==> src/design/sb_pkg.sv <==
package sb_pkg;

    typedef logic [31:0] xlen_t;
    typedef logic [4:0]  reg_idx_t;

    typedef enum logic [2:0] {
        FU_NONE = 3'd0,
        FU_ALU  = 3'd1,
        FU_MEM  = 3'd2,
        FU_MUL  = 3'd3,
        FU_JUMP = 3'd4
    } fu_e;

    // alu {0, imm, alt, funct3}, mem {10, funct3, write}, mul {1100, funct3[1:0]},
    // jump {111, funct3} with jal and jalr in the two unused branch slots
    typedef enum logic [5:0] {
        ALU_ADD    = 6'h00, ALU_SUB    = 6'h08,
        ALU_SLL    = 6'h01, ALU_SLT    = 6'h02,
        ALU_SLTU   = 6'h03, ALU_XOR    = 6'h04,
        ALU_SRL    = 6'h05, ALU_SRA    = 6'h0d,
        ALU_OR     = 6'h06, ALU_AND    = 6'h07,
        ALU_ADDI   = 6'h10, ALU_SLLI   = 6'h11,
        ALU_SLTI   = 6'h12, ALU_SLTIU  = 6'h13,
        ALU_XORI   = 6'h14, ALU_SRLI   = 6'h15,
        ALU_SRAI   = 6'h1d, ALU_ORI    = 6'h16,
        ALU_ANDI   = 6'h17, ALU_LUI    = 6'h19,
        ALU_AUIPC  = 6'h1a,
        MEM_LB     = 6'h20, MEM_SB     = 6'h21,
        MEM_LH     = 6'h22, MEM_SH     = 6'h23,
        MEM_LW     = 6'h24, MEM_SW     = 6'h25,
        MEM_LBU    = 6'h28, MEM_LHU    = 6'h2a,
        MUL_MUL    = 6'h30, MUL_MULH   = 6'h31,
        MUL_MULHSU = 6'h32, MUL_MULHU  = 6'h33,
        JUMP_BEQ   = 6'h38, JUMP_BNE   = 6'h39,
        JUMP_JAL   = 6'h3a, JUMP_JALR  = 6'h3b,
        JUMP_BLT   = 6'h3c, JUMP_BGE   = 6'h3d,
        JUMP_BLTU  = 6'h3e, JUMP_BGEU  = 6'h3f
    } micro_op_e;

    typedef enum logic [2:0] {
        IMM_NONE = 3'd0,
        IMM_I    = 3'd1,
        IMM_B    = 3'd2,
        IMM_J    = 3'd3,
        IMM_S    = 3'd4,
        IMM_U    = 3'd5
    } imm_sel_e;

    typedef enum logic [2:0] {
        WB_ALU  = 3'd0,
        WB_MEM  = 3'd1,
        WB_MUL  = 3'd2,
        WB_JUMP = 3'd4
    } wb_sel_e;

    typedef struct packed {
        fu_e       fu;
        micro_op_e op;
        reg_idx_t  dst;
        reg_idx_t  src1;
        reg_idx_t  src2;
        xlen_t     pc;
        xlen_t     imm;
    } issue_req_t;

    typedef struct packed {
        logic      busy;
        micro_op_e op;
        reg_idx_t  dst;
        reg_idx_t  src1;
        reg_idx_t  src2;
        fu_e       fu1;   // producer of src1 while waiting
        fu_e       fu2;
        logic      rdy1;
        logic      rdy2;
        logic      done;
    } fu_entry_t;

    typedef struct packed {
        logic jump;
        logic mul;
        logic mem;
        logic alu;
    } fu_done_t;

    typedef struct packed {
        logic       alu_en;
        logic       mem_en;
        logic       mul_en;
        logic       jump_en;
        reg_idx_t   rs1;
        reg_idx_t   rs2;
        xlen_t      pc;
        xlen_t      imm;
        logic [3:0] alu_op;
        logic       alu_use_pc;
        logic       alu_use_imm;
        logic       mem_we;
        logic [2:0] mem_width;   // funct3 of the load or store
        logic [1:0] mul_op;
        logic [2:0] jump_op;
    } ro_ctrl_t;

    typedef struct packed {
        logic     reg_write;
        wb_sel_e  write_sel;
        reg_idx_t rd;
    } wb_ctrl_t;

endpackage

==> src/design/fu_status_table.sv <==
`timescale 1ns/10ps

module fu_status_table #(
    parameter int REG_COUNT = 32
) (
    input  logic              clk,
    input  logic              rst,
    input  sb_pkg::issue_req_t req,
    input  logic              issue_valid,
    input  sb_pkg::fu_done_t  fu_done,
    output logic              hazard,
    output sb_pkg::fu_e       ro_fu,
    output sb_pkg::fu_entry_t ro_entry,
    output sb_pkg::xlen_t     ro_pc,
    output sb_pkg::xlen_t     ro_imm,
    output sb_pkg::fu_e       wb_fu,
    output sb_pkg::fu_entry_t wb_entry
);
    import sb_pkg::*;

    localparam int IDX_W = $clog2(REG_COUNT);
    localparam fu_e PRIO [4] = '{FU_JUMP, FU_ALU, FU_MEM, FU_MUL};   // grant order

    fu_entry_t fus  [FU_ALU:FU_JUMP];
    xlen_t     pcr  [FU_ALU:FU_JUMP];
    xlen_t     immr [FU_ALU:FU_JUMP];
    fu_e       rrs  [REG_COUNT];        // pending producer per register
    logic      done_in [FU_ALU:FU_JUMP];
    logic      war_ok  [FU_ALU:FU_JUMP];
    fu_e       src1_fu;
    fu_e       src2_fu;
    fu_e       dst_fu;
    fu_entry_t new_entry;

    assign done_in[FU_ALU]  = fu_done.alu;
    assign done_in[FU_MEM]  = fu_done.mem;
    assign done_in[FU_MUL]  = fu_done.mul;
    assign done_in[FU_JUMP] = fu_done.jump;

    assign src1_fu = rrs[req.src1[IDX_W-1:0]];
    assign src2_fu = rrs[req.src2[IDX_W-1:0]];
    assign dst_fu  = rrs[req.dst[IDX_W-1:0]];

    // structural or waw
    assign hazard = ((req.fu != FU_NONE) && fus[req.fu].busy) || (dst_fu != FU_NONE);

    // a producer writing back at this edge counts as already done
    always_comb begin
        new_entry      = '0;
        new_entry.busy = 1'b1;
        new_entry.op   = req.op;
        new_entry.dst  = req.dst;
        new_entry.src1 = req.src1;
        new_entry.src2 = req.src2;
        new_entry.rdy1 = (src1_fu == FU_NONE) || (src1_fu == wb_fu);
        new_entry.rdy2 = (src2_fu == FU_NONE) || (src2_fu == wb_fu);
        new_entry.fu1  = new_entry.rdy1 ? FU_NONE : src1_fu;
        new_entry.fu2  = new_entry.rdy2 ? FU_NONE : src2_fu;
    end

    // war: hold a write while some reader still has the old value pending
    always_comb begin
        for (int w = FU_ALU; w <= FU_JUMP; w++) begin
            war_ok[w] = 1'b1;
            for (int r = FU_ALU; r <= FU_JUMP; r++) begin
                if (fus[w].dst != '0 && fus[r].rdy1 && fus[r].src1 == fus[w].dst) begin
                    war_ok[w] = 1'b0;
                end
                if (fus[w].dst != '0 && fus[r].rdy2 && fus[r].src2 == fus[w].dst) begin
                    war_ok[w] = 1'b0;
                end
            end
        end
    end

    always_comb begin
        ro_fu = FU_NONE;
        wb_fu = FU_NONE;
        for (int i = 3; i >= 0; i--) begin   // highest priority assigned last
            if (fus[PRIO[i]].rdy1 && fus[PRIO[i]].rdy2) begin
                ro_fu = PRIO[i];
            end
            if (fus[PRIO[i]].done && war_ok[PRIO[i]]) begin
                wb_fu = PRIO[i];
            end
        end
    end

    assign ro_entry = (ro_fu != FU_NONE) ? fus[ro_fu]  : '0;
    assign ro_pc    = (ro_fu != FU_NONE) ? pcr[ro_fu]  : '0;
    assign ro_imm   = (ro_fu != FU_NONE) ? immr[ro_fu] : '0;
    assign wb_entry = (wb_fu != FU_NONE) ? fus[wb_fu]  : '0;

    always_ff @(posedge clk or posedge rst) begin
        if (rst) begin
            for (int u = FU_ALU; u <= FU_JUMP; u++) begin
                fus[u] <= '0;
            end
            for (int r = 0; r < REG_COUNT; r++) begin
                rrs[r] <= FU_NONE;
            end
        end else begin
            if (issue_valid) begin
                fus[req.fu] <= new_entry;
                if (req.dst != '0) begin
                    rrs[req.dst[IDX_W-1:0]] <= req.fu;
                end
            end
            if (ro_fu != FU_NONE) begin   // operands read
                fus[ro_fu].rdy1 <= 1'b0;
                fus[ro_fu].rdy2 <= 1'b0;
            end
            for (int u = FU_ALU; u <= FU_JUMP; u++) begin
                if (fus[u].busy && done_in[u]) begin
                    fus[u].done <= 1'b1;
                end
                // raw wakeup, producer tag dropped so a later write cannot re-arm it
                if (wb_fu != FU_NONE && fus[u].fu1 == wb_fu) begin
                    fus[u].rdy1 <= 1'b1;
                    fus[u].fu1  <= FU_NONE;
                end
                if (wb_fu != FU_NONE && fus[u].fu2 == wb_fu) begin
                    fus[u].rdy2 <= 1'b1;
                    fus[u].fu2  <= FU_NONE;
                end
            end
            if (wb_fu != FU_NONE) begin
                fus[wb_fu] <= '0;
                if (wb_entry.dst != '0) begin
                    rrs[wb_entry.dst[IDX_W-1:0]] <= FU_NONE;
                end
            end
        end
    end

    always_ff @(posedge clk) begin
        if (issue_valid) begin
            pcr[req.fu]  <= req.pc;
            immr[req.fu] <= req.imm;
        end
    end

endmodule

==> src/design/inst_decoder.sv <==
`timescale 1ns/10ps

module inst_decoder (
    input  sb_pkg::xlen_t      inst,
    input  sb_pkg::xlen_t      pc,
    input  sb_pkg::xlen_t      imm,
    output sb_pkg::issue_req_t req,
    output sb_pkg::imm_sel_e   imm_sel
);
    import sb_pkg::*;

    logic [6:0] opcode;
    logic [2:0] funct3;
    logic [6:0] funct7;
    logic       alt;
    fu_e        fu;
    micro_op_e  op;
    logic       use_rd;
    logic       use_rs1;
    logic       use_rs2;
    logic       use_pc;

    assign opcode = inst[6:0];
    assign funct3 = inst[14:12];
    assign funct7 = inst[31:25];
    assign alt    = funct7[5];   // sub, sra and srai

    always_comb begin
        fu      = FU_NONE;
        op      = ALU_ADD;
        imm_sel = IMM_NONE;
        use_rd  = 1'b0;
        use_rs1 = 1'b0;
        use_rs2 = 1'b0;
        use_pc  = 1'b0;
        case (opcode)
            7'b0110011: begin
                use_rd  = 1'b1;
                use_rs1 = 1'b1;
                use_rs2 = 1'b1;
                if (funct7 == 7'h01 && !funct3[2]) begin
                    fu = FU_MUL;   // divide half of M not decoded
                    op = micro_op_e'({4'b1100, funct3[1:0]});
                end else if (funct7 == 7'h00 ||
                             (funct7 == 7'h20 && funct3 inside {3'd0, 3'd5})) begin
                    fu = FU_ALU;
                    op = micro_op_e'({2'b00, alt, funct3});
                end
            end
            7'b0010011: begin
                imm_sel = IMM_I;
                use_rd  = 1'b1;
                use_rs1 = 1'b1;
                if (!(funct3 inside {3'd1, 3'd5}) || funct7 == 7'h00 ||
                    (funct3 == 3'd5 && funct7 == 7'h20)) begin
                    fu = FU_ALU;
                    op = micro_op_e'({2'b01, alt && funct3 == 3'd5, funct3});
                end
            end
            7'b0110111: begin   // lui
                fu      = FU_ALU;
                op      = ALU_LUI;
                imm_sel = IMM_U;
                use_rd  = 1'b1;
            end
            7'b0010111: begin   // auipc
                fu      = FU_ALU;
                op      = ALU_AUIPC;
                imm_sel = IMM_U;
                use_rd  = 1'b1;
                use_pc  = 1'b1;
            end
            7'b1101111: begin   // jal
                fu      = FU_JUMP;
                op      = JUMP_JAL;
                imm_sel = IMM_J;
                use_rd  = 1'b1;
                use_pc  = 1'b1;
            end
            7'b1100111: begin   // jalr
                if (funct3 == 3'd0) begin
                    fu = FU_JUMP;
                end
                op      = JUMP_JALR;
                imm_sel = IMM_I;
                use_rd  = 1'b1;
                use_rs1 = 1'b1;
                use_pc  = 1'b1;
            end
            7'b1100011: begin
                if (!(funct3 inside {3'd2, 3'd3})) begin
                    fu = FU_JUMP;
                end
                op      = micro_op_e'({3'b111, funct3});
                imm_sel = IMM_B;
                use_rs1 = 1'b1;
                use_rs2 = 1'b1;
                use_pc  = 1'b1;
            end
            7'b0000011: begin   // loads
                if (funct3 inside {3'd0, 3'd1, 3'd2, 3'd4, 3'd5}) begin
                    fu = FU_MEM;
                end
                op      = micro_op_e'({2'b10, funct3, 1'b0});
                imm_sel = IMM_I;
                use_rd  = 1'b1;
                use_rs1 = 1'b1;
            end
            7'b0100011: begin   // stores
                if (funct3 inside {3'd0, 3'd1, 3'd2}) begin
                    fu = FU_MEM;
                end
                op      = micro_op_e'({2'b10, funct3, 1'b1});
                imm_sel = IMM_S;
                use_rs1 = 1'b1;
                use_rs2 = 1'b1;
            end
            default: ;
        endcase
        // unknown encodings leave nothing behind
        if (fu == FU_NONE) begin
            op      = ALU_ADD;
            imm_sel = IMM_NONE;
            use_rd  = 1'b0;
            use_rs1 = 1'b0;
            use_rs2 = 1'b0;
            use_pc  = 1'b0;
        end
    end

    always_comb begin
        req      = '0;
        req.fu   = fu;
        req.op   = op;
        req.dst  = use_rd  ? inst[11:7]  : '0;
        req.src1 = use_rs1 ? inst[19:15] : '0;
        req.src2 = use_rs2 ? inst[24:20] : '0;
        req.pc   = use_pc ? pc : '0;
        req.imm  = (imm_sel != IMM_NONE) ? imm : '0;
    end

endmodule

==> src/design/issue_ctrl.sv <==
`timescale 1ns/10ps

module issue_ctrl (
    input  logic        clk,
    input  logic        rst,
    input  sb_pkg::fu_e req_fu,
    input  logic        hazard,
    input  logic        jump_done,
    input  logic        is_jump,
    output logic        issue_valid,
    output logic        issue_en
);
    import sb_pkg::*;

    logic branch_pending;   // control transfer still unresolved
    logic flush;

    // the slot under a flush is wrong path, so fetch moves on without accepting it
    assign issue_valid = !flush && !hazard && !branch_pending && (req_fu != FU_NONE);
    assign issue_en    = flush || (!hazard && !branch_pending);

    always_ff @(posedge clk or posedge rst) begin
        if (rst) begin
            branch_pending <= 1'b0;
        end else if (issue_valid && req_fu == FU_JUMP) begin
            branch_pending <= 1'b1;
        end else if (jump_done) begin
            branch_pending <= 1'b0;   // issue resumes next cycle
        end
    end

    always_ff @(posedge clk or posedge rst) begin
        if (rst) begin
            flush <= 1'b0;
        end else begin
            flush <= jump_done && is_jump;   // single cycle
        end
    end

endmodule

==> src/design/operand_dispatch.sv <==
`timescale 1ns/10ps

module operand_dispatch (
    input  sb_pkg::fu_e       ro_fu,
    input  sb_pkg::fu_entry_t ro_entry,
    input  sb_pkg::xlen_t     ro_pc,
    input  sb_pkg::xlen_t     ro_imm,
    input  sb_pkg::fu_e       wb_fu,
    input  sb_pkg::fu_entry_t wb_entry,
    output sb_pkg::ro_ctrl_t  ro,
    output sb_pkg::wb_ctrl_t  wb
);
    import sb_pkg::*;

    logic is_auipc;

    assign is_auipc = (ro_entry.op == ALU_AUIPC);

    // read operand, one enable for the winning unit
    always_comb begin
        ro = '0;
        if (ro_fu != FU_NONE) begin
            ro.rs1 = ro_entry.src1;
            ro.rs2 = ro_entry.src2;
            ro.pc  = ro_pc;
            ro.imm = ro_imm;
        end
        case (ro_fu)
            FU_ALU: begin
                ro.alu_en      = 1'b1;
                ro.alu_op      = is_auipc ? 4'h0 : ro_entry.op[3:0];   // auipc runs as add
                ro.alu_use_pc  = is_auipc;
                ro.alu_use_imm = ro_entry.op[4];
            end
            FU_MEM: begin
                ro.mem_en    = 1'b1;
                ro.mem_we    = ro_entry.op[0];
                ro.mem_width = ro_entry.op[3:1];
            end
            FU_MUL: begin
                ro.mul_en = 1'b1;
                ro.mul_op = ro_entry.op[1:0];
            end
            FU_JUMP: begin
                ro.jump_en = 1'b1;
                ro.jump_op = ro_entry.op[2:0];   // branch funct3, jal 2, jalr 3
            end
            default: ;
        endcase
    end

    // writeback select
    always_comb begin
        wb           = '0;
        wb.reg_write = (wb_fu != FU_NONE);
        wb.rd        = wb_entry.dst;
        case (wb_fu)
            FU_MEM: begin
                wb.write_sel = WB_MEM;
            end
            FU_MUL: begin
                wb.write_sel = WB_MUL;
            end
            FU_JUMP: begin
                wb.write_sel = WB_JUMP;   // link address
            end
            default: begin
                wb.write_sel = WB_ALU;
            end
        endcase
    end

endmodule

==> src/design/sb_ctrl_top.sv <==
`timescale 1ns/10ps

module sb_ctrl_top #(
    parameter int REG_COUNT = 32
) (
    input  logic             clk,
    input  logic             rst,
    input  sb_pkg::xlen_t    pc,
    input  sb_pkg::xlen_t    inst,
    input  sb_pkg::xlen_t    imm,
    input  sb_pkg::fu_done_t fu_done,
    input  logic             is_jump,
    output logic             issue_en,
    output sb_pkg::imm_sel_e imm_sel,
    output sb_pkg::ro_ctrl_t ro,
    output sb_pkg::wb_ctrl_t wb
);
    import sb_pkg::*;

    issue_req_t req;
    logic       hazard;
    logic       issue_valid;
    fu_e        ro_fu;
    fu_entry_t  ro_entry;
    xlen_t      ro_pc;
    xlen_t      ro_imm;
    fu_e        wb_fu;
    fu_entry_t  wb_entry;

    inst_decoder u_decoder (
        .inst    (inst),
        .pc      (pc),
        .imm     (imm),
        .req     (req),
        .imm_sel (imm_sel)
    );

    issue_ctrl u_issue (
        .clk         (clk),
        .rst         (rst),
        .req_fu      (req.fu),
        .hazard      (hazard),
        .jump_done   (fu_done.jump),
        .is_jump     (is_jump),
        .issue_valid (issue_valid),
        .issue_en    (issue_en)
    );

    fu_status_table #(
        .REG_COUNT (REG_COUNT)
    ) u_table (
        .clk         (clk),
        .rst         (rst),
        .req         (req),
        .issue_valid (issue_valid),
        .fu_done     (fu_done),
        .hazard      (hazard),
        .ro_fu       (ro_fu),
        .ro_entry    (ro_entry),
        .ro_pc       (ro_pc),
        .ro_imm      (ro_imm),
        .wb_fu       (wb_fu),
        .wb_entry    (wb_entry)
    );

    operand_dispatch u_dispatch (
        .ro_fu    (ro_fu),
        .ro_entry (ro_entry),
        .ro_pc    (ro_pc),
        .ro_imm   (ro_imm),
        .wb_fu    (wb_fu),
        .wb_entry (wb_entry),
        .ro       (ro),
        .wb       (wb)
    );

endmodule

==> config.mk <==
export PLATFORM = sky130hd
export DESIGN_NAME = sb_ctrl_top
export DESIGN_NICKNAME = d
export VERILOG_FILES = /design/src/design/sb_pkg.sv /design/src/design/fu_status_table.sv /design/src/design/inst_decoder.sv /design/src/design/issue_ctrl.sv /design/src/design/operand_dispatch.sv /design/src/design/sb_ctrl_top.sv
export SDC_FILE = /design/constraint.sdc
export NUM_CORES = 1
export LEC_CHECK = 0
export ABC_AREA = 1
export BUFFER_PORTS_ARGS = -buffer_cell sky130_fd_sc_hd__buf_2
export CORE_ASPECT_RATIO = 0.5
export CORE_MARGIN = 5
export CORE_UTILIZATION = 60
export CTS_CLUSTER_DIAMETER = 200
export DETAILED_ROUTE_END_ITERATION = 8
export PLACE_DENSITY = 0.8
export REMOVE_ABC_BUFFERS = 1
export SLEW_MARGIN = 20
export SYNTH_ARGS = -nofsm -noshare
export SYNTH_HDL_FRONTEND = slang
export SYNTH_SLANG_ARGS = --single-unit
==> constraint.sdc <==
create_clock -name clk -period 8.1 [get_ports clk]
set_input_delay 0.405 -clock clk [delete_from_list [all_inputs] [get_ports clk]]
set_output_delay 0.405 -clock clk [all_outputs]
set_load 0.01 [all_outputs]
==> flow_metrics.env <==
export IMPL_cts_root_buffer="clkbuf_16"
export IMPL_ys_types=40
export IMPL_synth_top_family_by_area="simple AND/OR/NAND/NOR gates"
export IMPL_slowest_delay_ns=1.03
export IMPL_die_h_um=161
export IMPL_synthTopCellsByArea="edfxtp_1, dfrtp_1, nand2_1"
export IMPL_outcome="complete, but fails checks"
export IMPL_p_seq_share_pct=35.2
export IMPL_whs_ns=-0.0394
export IMPL_cts_buffers=43
export IMPL_antenna_found_initial=4
export IMPL_max_freq_ghz=0.170
export IMPL_cp_cell_sequence="buf_2, nand2_1, inv_1, nand2_2, nor2_2, nand3_1, nand2_1, nor2_2, nand3_4, buf_4, buf_4, nand3_1, clkinv_1, nand3_1, nand3_1, nand3_1, nand3_1, nand2_1, nand2_1, nand2_1, nand3_2, nand2_1, a21oi_1"
export IMPL_rows=55
export IMPL_intPower_uw=4590
export IMPL_design_area_um2=30200
export IMPL_switching_share_pct=40.2
export IMPL_cts_setup_buffers=0
export IMPL_clk_insertion_delay_late_ns=0.58
export IMPL_clock_path_buffers=3
export IMPL_num_vias=27244
export IMPL_hold_violations=55
export IMPL_overflow=0
export IMPL_cts_tree="yes"
export IMPL_die_area_um2=50400
export IMPL_path_buf_inv=5
export IMPL_drive_above_1_share_pct=9.94
export IMPL_grt_pass1_vias=25345
export IMPL_port_buffers=208
export IMPL_power_frac_comb_pct=37.2
export IMPL_clock_sinks=478
export IMPL_drt_pre_antenna_iters=9
export IMPL_grt_use_total_pct=38.4
export IMPL_setup_slack_ns=2.22
export IMPL_path_clk_slew_ns=0.07
export IMPL_grt_pass1_wl_um=151000
export IMPL_wire_per_inst_um=23.1
export IMPL_hpwl_um=66400
export IMPL_setup_viol=0
export IMPL_yosysSeqAreaShare_pct=48.2
export IMPL_cts_resized=0
export IMPL_power_density_nw_per_um2=254
export IMPL_via_per_inst=6.28
export IMPL_start_kind="input pin"
export IMPL_synthAdderAreaFrac_pct=0
export IMPL_cp_arrival_ns=6.30
export IMPL_leakagePower_uw=0.0145
export IMPL_ios=209
export IMPL_syn_area_um2=27500
export IMPL_synth_xor_area_share_pct=1.79
export IMPL_crit_family="simple AND/OR/NAND/NOR gates"
export IMPL_drc=9
export IMPL_slew_headroom_pct=18.8
export IMPL_synthMuxAreaShare_pct=0
export IMPL_synth_compound_area_share_pct=12.0
export IMPL_yosysWarningCount=0
export IMPL_peakVddDrop_mv=0.288
export IMPL_syn_area_per_cell_um2=7.56
export IMPL_end_kind="flop"
export IMPL_grt_max_degree=149
export IMPL_crit_type="in2reg"
export IMPL_cp_max_fo=46
export IMPL_maxSlewViolCount=0
export IMPL_cts_htree_levels=2
export IMPL_pre_cts_slack_ns=1.84
export IMPL_finClkSkew_ns=0.0184
export IMPL_hold_buffers=0
export IMPL_ant_nets=0
export IMPL_synth_ff_type="edfxtp_1"
export IMPL_yosys_area_top_type_share_pct=28.0
export IMPL_syn_to_final_growth_pct=10.0
export IMPL_critPathRequiredTime_ns=8.51
export IMPL_async_reset_ff_share_pct=46.4
export IMPL_syn_inst=3634
export IMPL_yosys_area_share_simple_pct=29.1
export IMPL_core_area_um2=45200
export IMPL_hold_path_class="in2async"
export IMPL_synth_edf_count=256
export IMPL_fin_crit_sh_pct=72.6
export IMPL_wirelength_um=100000
export IMPL_violations="DRC, hold timing"
export IMPL_fin_crit_ns=5.88
export IMPL_synth_seq_cells=478
export IMPL_drtIter0Drc=4147
export IMPL_yosys_area_top_type="edfxtp_1"
export IMPL_tightest_slew_ns=1.21
export IMPL_switching_power_uw=3090
export IMPL_slowest_stage="clkinv_1"
export IMPL_gp_congestion=1.05
export IMPL_max_cap_violations=0
export IMPL_die_x_um=313
export IMPL_initial_utilization_pct=60.7
export IMPL_rsz0062_at_grt="false"
export IMPL_placed_area_um2=28700
export IMPL_nNetsFinal=3812
export IMPL_clkPwrFrac_pct=27.6
==> final cells by class <==
class                           instances  area, um2
Inverter                              396       1500
Multi-Input combinational cell       2536      11900
Fill cell                            3804      15000
Timing Repair Buffer                  254       1410
Tap cell                              598        748
Antenna cell                            1       2.50
Clock buffer                           58       1210
Sequential cell                       478      13200
Clock inverter                         20        218
==> worst register-to-register path, stage by stage (launching register included) <==
cell	delay (ns)
dfrtp_1	0.66
inv_1	0.38
o22ai_1	0.27
nor2_1	0.07
nand4_1	0.09
nand4_1	0.20
o21ai_1	0.27
nand3_1	0.78
nand2_1	0.89
nand2_1	0.10
nand2_1	0.09
nand2_1	0.07
nand2_1	0.47
inv_1	0.09
nor2_1	0.79
nand3_1	0.30
nand2_1	0.14
nor2_1	0.05
==> synth_stat cells (5+ instances only) <==
| cell type | instances |
|---|---|
| a211oi_1 | 10 |
| o21ai_0 | 189 |
| o221ai_1 | 6 |
| nand3_2 | 5 |
| nor2_1 | 543 |
| xor2_1 | 30 |
| xnor2_1 | 26 |
| buf_1 | 26 |
| dfrtp_1 | 222 |
| a21oi_1 | 173 |
| nand4_1 | 113 |
| buf_2 | 59 |
| nor3_1 | 16 |
| edfxtp_1 | 256 |
| nand3_1 | 343 |
| o21ai_1 | 13 |
| inv_1 | 375 |
| inv_2 | 8 |
| clkinv_1 | 13 |
| a221oi_1 | 41 |
| nor2_2 | 7 |
| nand2_1 | 859 |
| o21bai_1 | 12 |
| o22ai_1 | 56 |
| clkbuf_1 | 132 |
| a31oi_1 | 69 |
==> layer usage <==
metal | GRT usage, % | part of all wire, % | wire length (um) | vias up
li1 | - | - | - | 12232
met1 | 52.7 | 38 | 38100 | 12783
met2 | 59.8 | 44 | 44600 | 1864
met3 | 9.16 | 13 | 12800 | 361
met4 | 15.5 | 4.8 | 4790 | 4
met5 | 0 | 0.027 | 27 | -
==> power by group through the flow <==
stage	registers, uW	logic (uW)	clock network (uW)
detailed placement	2740	2800	0
CTS	2690	2820	2120
global route	2700	3090	2230
finish	2700	2860	2120
floorplan	2690	1690	0
global placement	2740	2780	0
==> logic make-up after synthesis <==
| family | Yosys count |
|---|---|
| and+or+nand+nor | 1902 |
| xor gates and xnor gates | 56 |
| buffers and inverters | 620 |
| DFF | 478 |
| AOI/OAI and AO/OA | 578 |
==> sequential cells by signal, indices dropped and copies added, names as in the netlist <==
register	flops
u_table.immr	128
u_table.pcr	128
u_table.fus	124
u_table.rrs	96
u_issue.branch_pending	1
u_issue.flush	1
==> final timing paths <==
| path | from | to | slack (ns) | depth (start not counted) |
|---|---|---|---|---|
| setup / recovery | inst[1] | u_table.fus[99] | 2.22 | 23 |
| hold / removal | rst | u_issue.flush | -0.04 | 2 |
| setup reg to reg | u_table.fus[113] | u_table.rrs[69] | 2.31 | 17 |
| hold reg to reg | u_table.fus[91] | u_table.fus[91] | 0.51 | 2 |
| max in group asynchronous | rst | u_table.fus[122] | 6.98 | 4 |
| min in group clk | is_jump | u_issue.flush | 0.02 | 3 |
==> stage by stage <==
step / setup TNS (ns) / hold WS (ns) / utilization (%) / instances / power, uW
finish: 0 / -0.0394 / 66.8 / 4341 / 7680
global route: 0 / 0.0427 / 66.8 / 4341 / 8020
CTS: 0 / 0.0181 / 66.7 / 4339 / 7630
detailed placement: 0 / 0.476 / 63.6 / 4261 / 5550
global placement: 0 / 0.472 / 63.6 / 4261 / 5530
floorplan: -184.77 / 0.395 / - / 3410 / 4380
==> cells in the final DEF, fill, tap and decap left out, types with 4 or more instances in the layout <==
master,Yosys,layout
nor3_1,16,14
inv_2,8,9
o21bai_1,12,12
clkbuf_1,132,7
o21ai_1,13,14
nand2_2,4,5
nor2_2,7,6
nand2_1,859,858
nor2_1,543,537
clkinv_1,13,13
xnor2_1,26,26
o221ai_1,6,6
buf_4,4,45
o22ai_1,56,56
buf_2,59,208
a211oi_1,10,10
clkbuf_8,0,8
dfrtp_1,222,222
a21oi_1,173,172
nor2_4,4,11
nand3_2,5,6
clkbuf_16,0,43
inv_6,0,4
edfxtp_1,256,256
a221oi_1,41,41
inv_1,375,374
clkinv_2,0,9
a31oi_1,69,69
xor2_1,30,30
nand4_1,113,113
nand3_1,343,341
o21ai_0,189,187
Note: power is estimated with default switching activity, not from simulation.
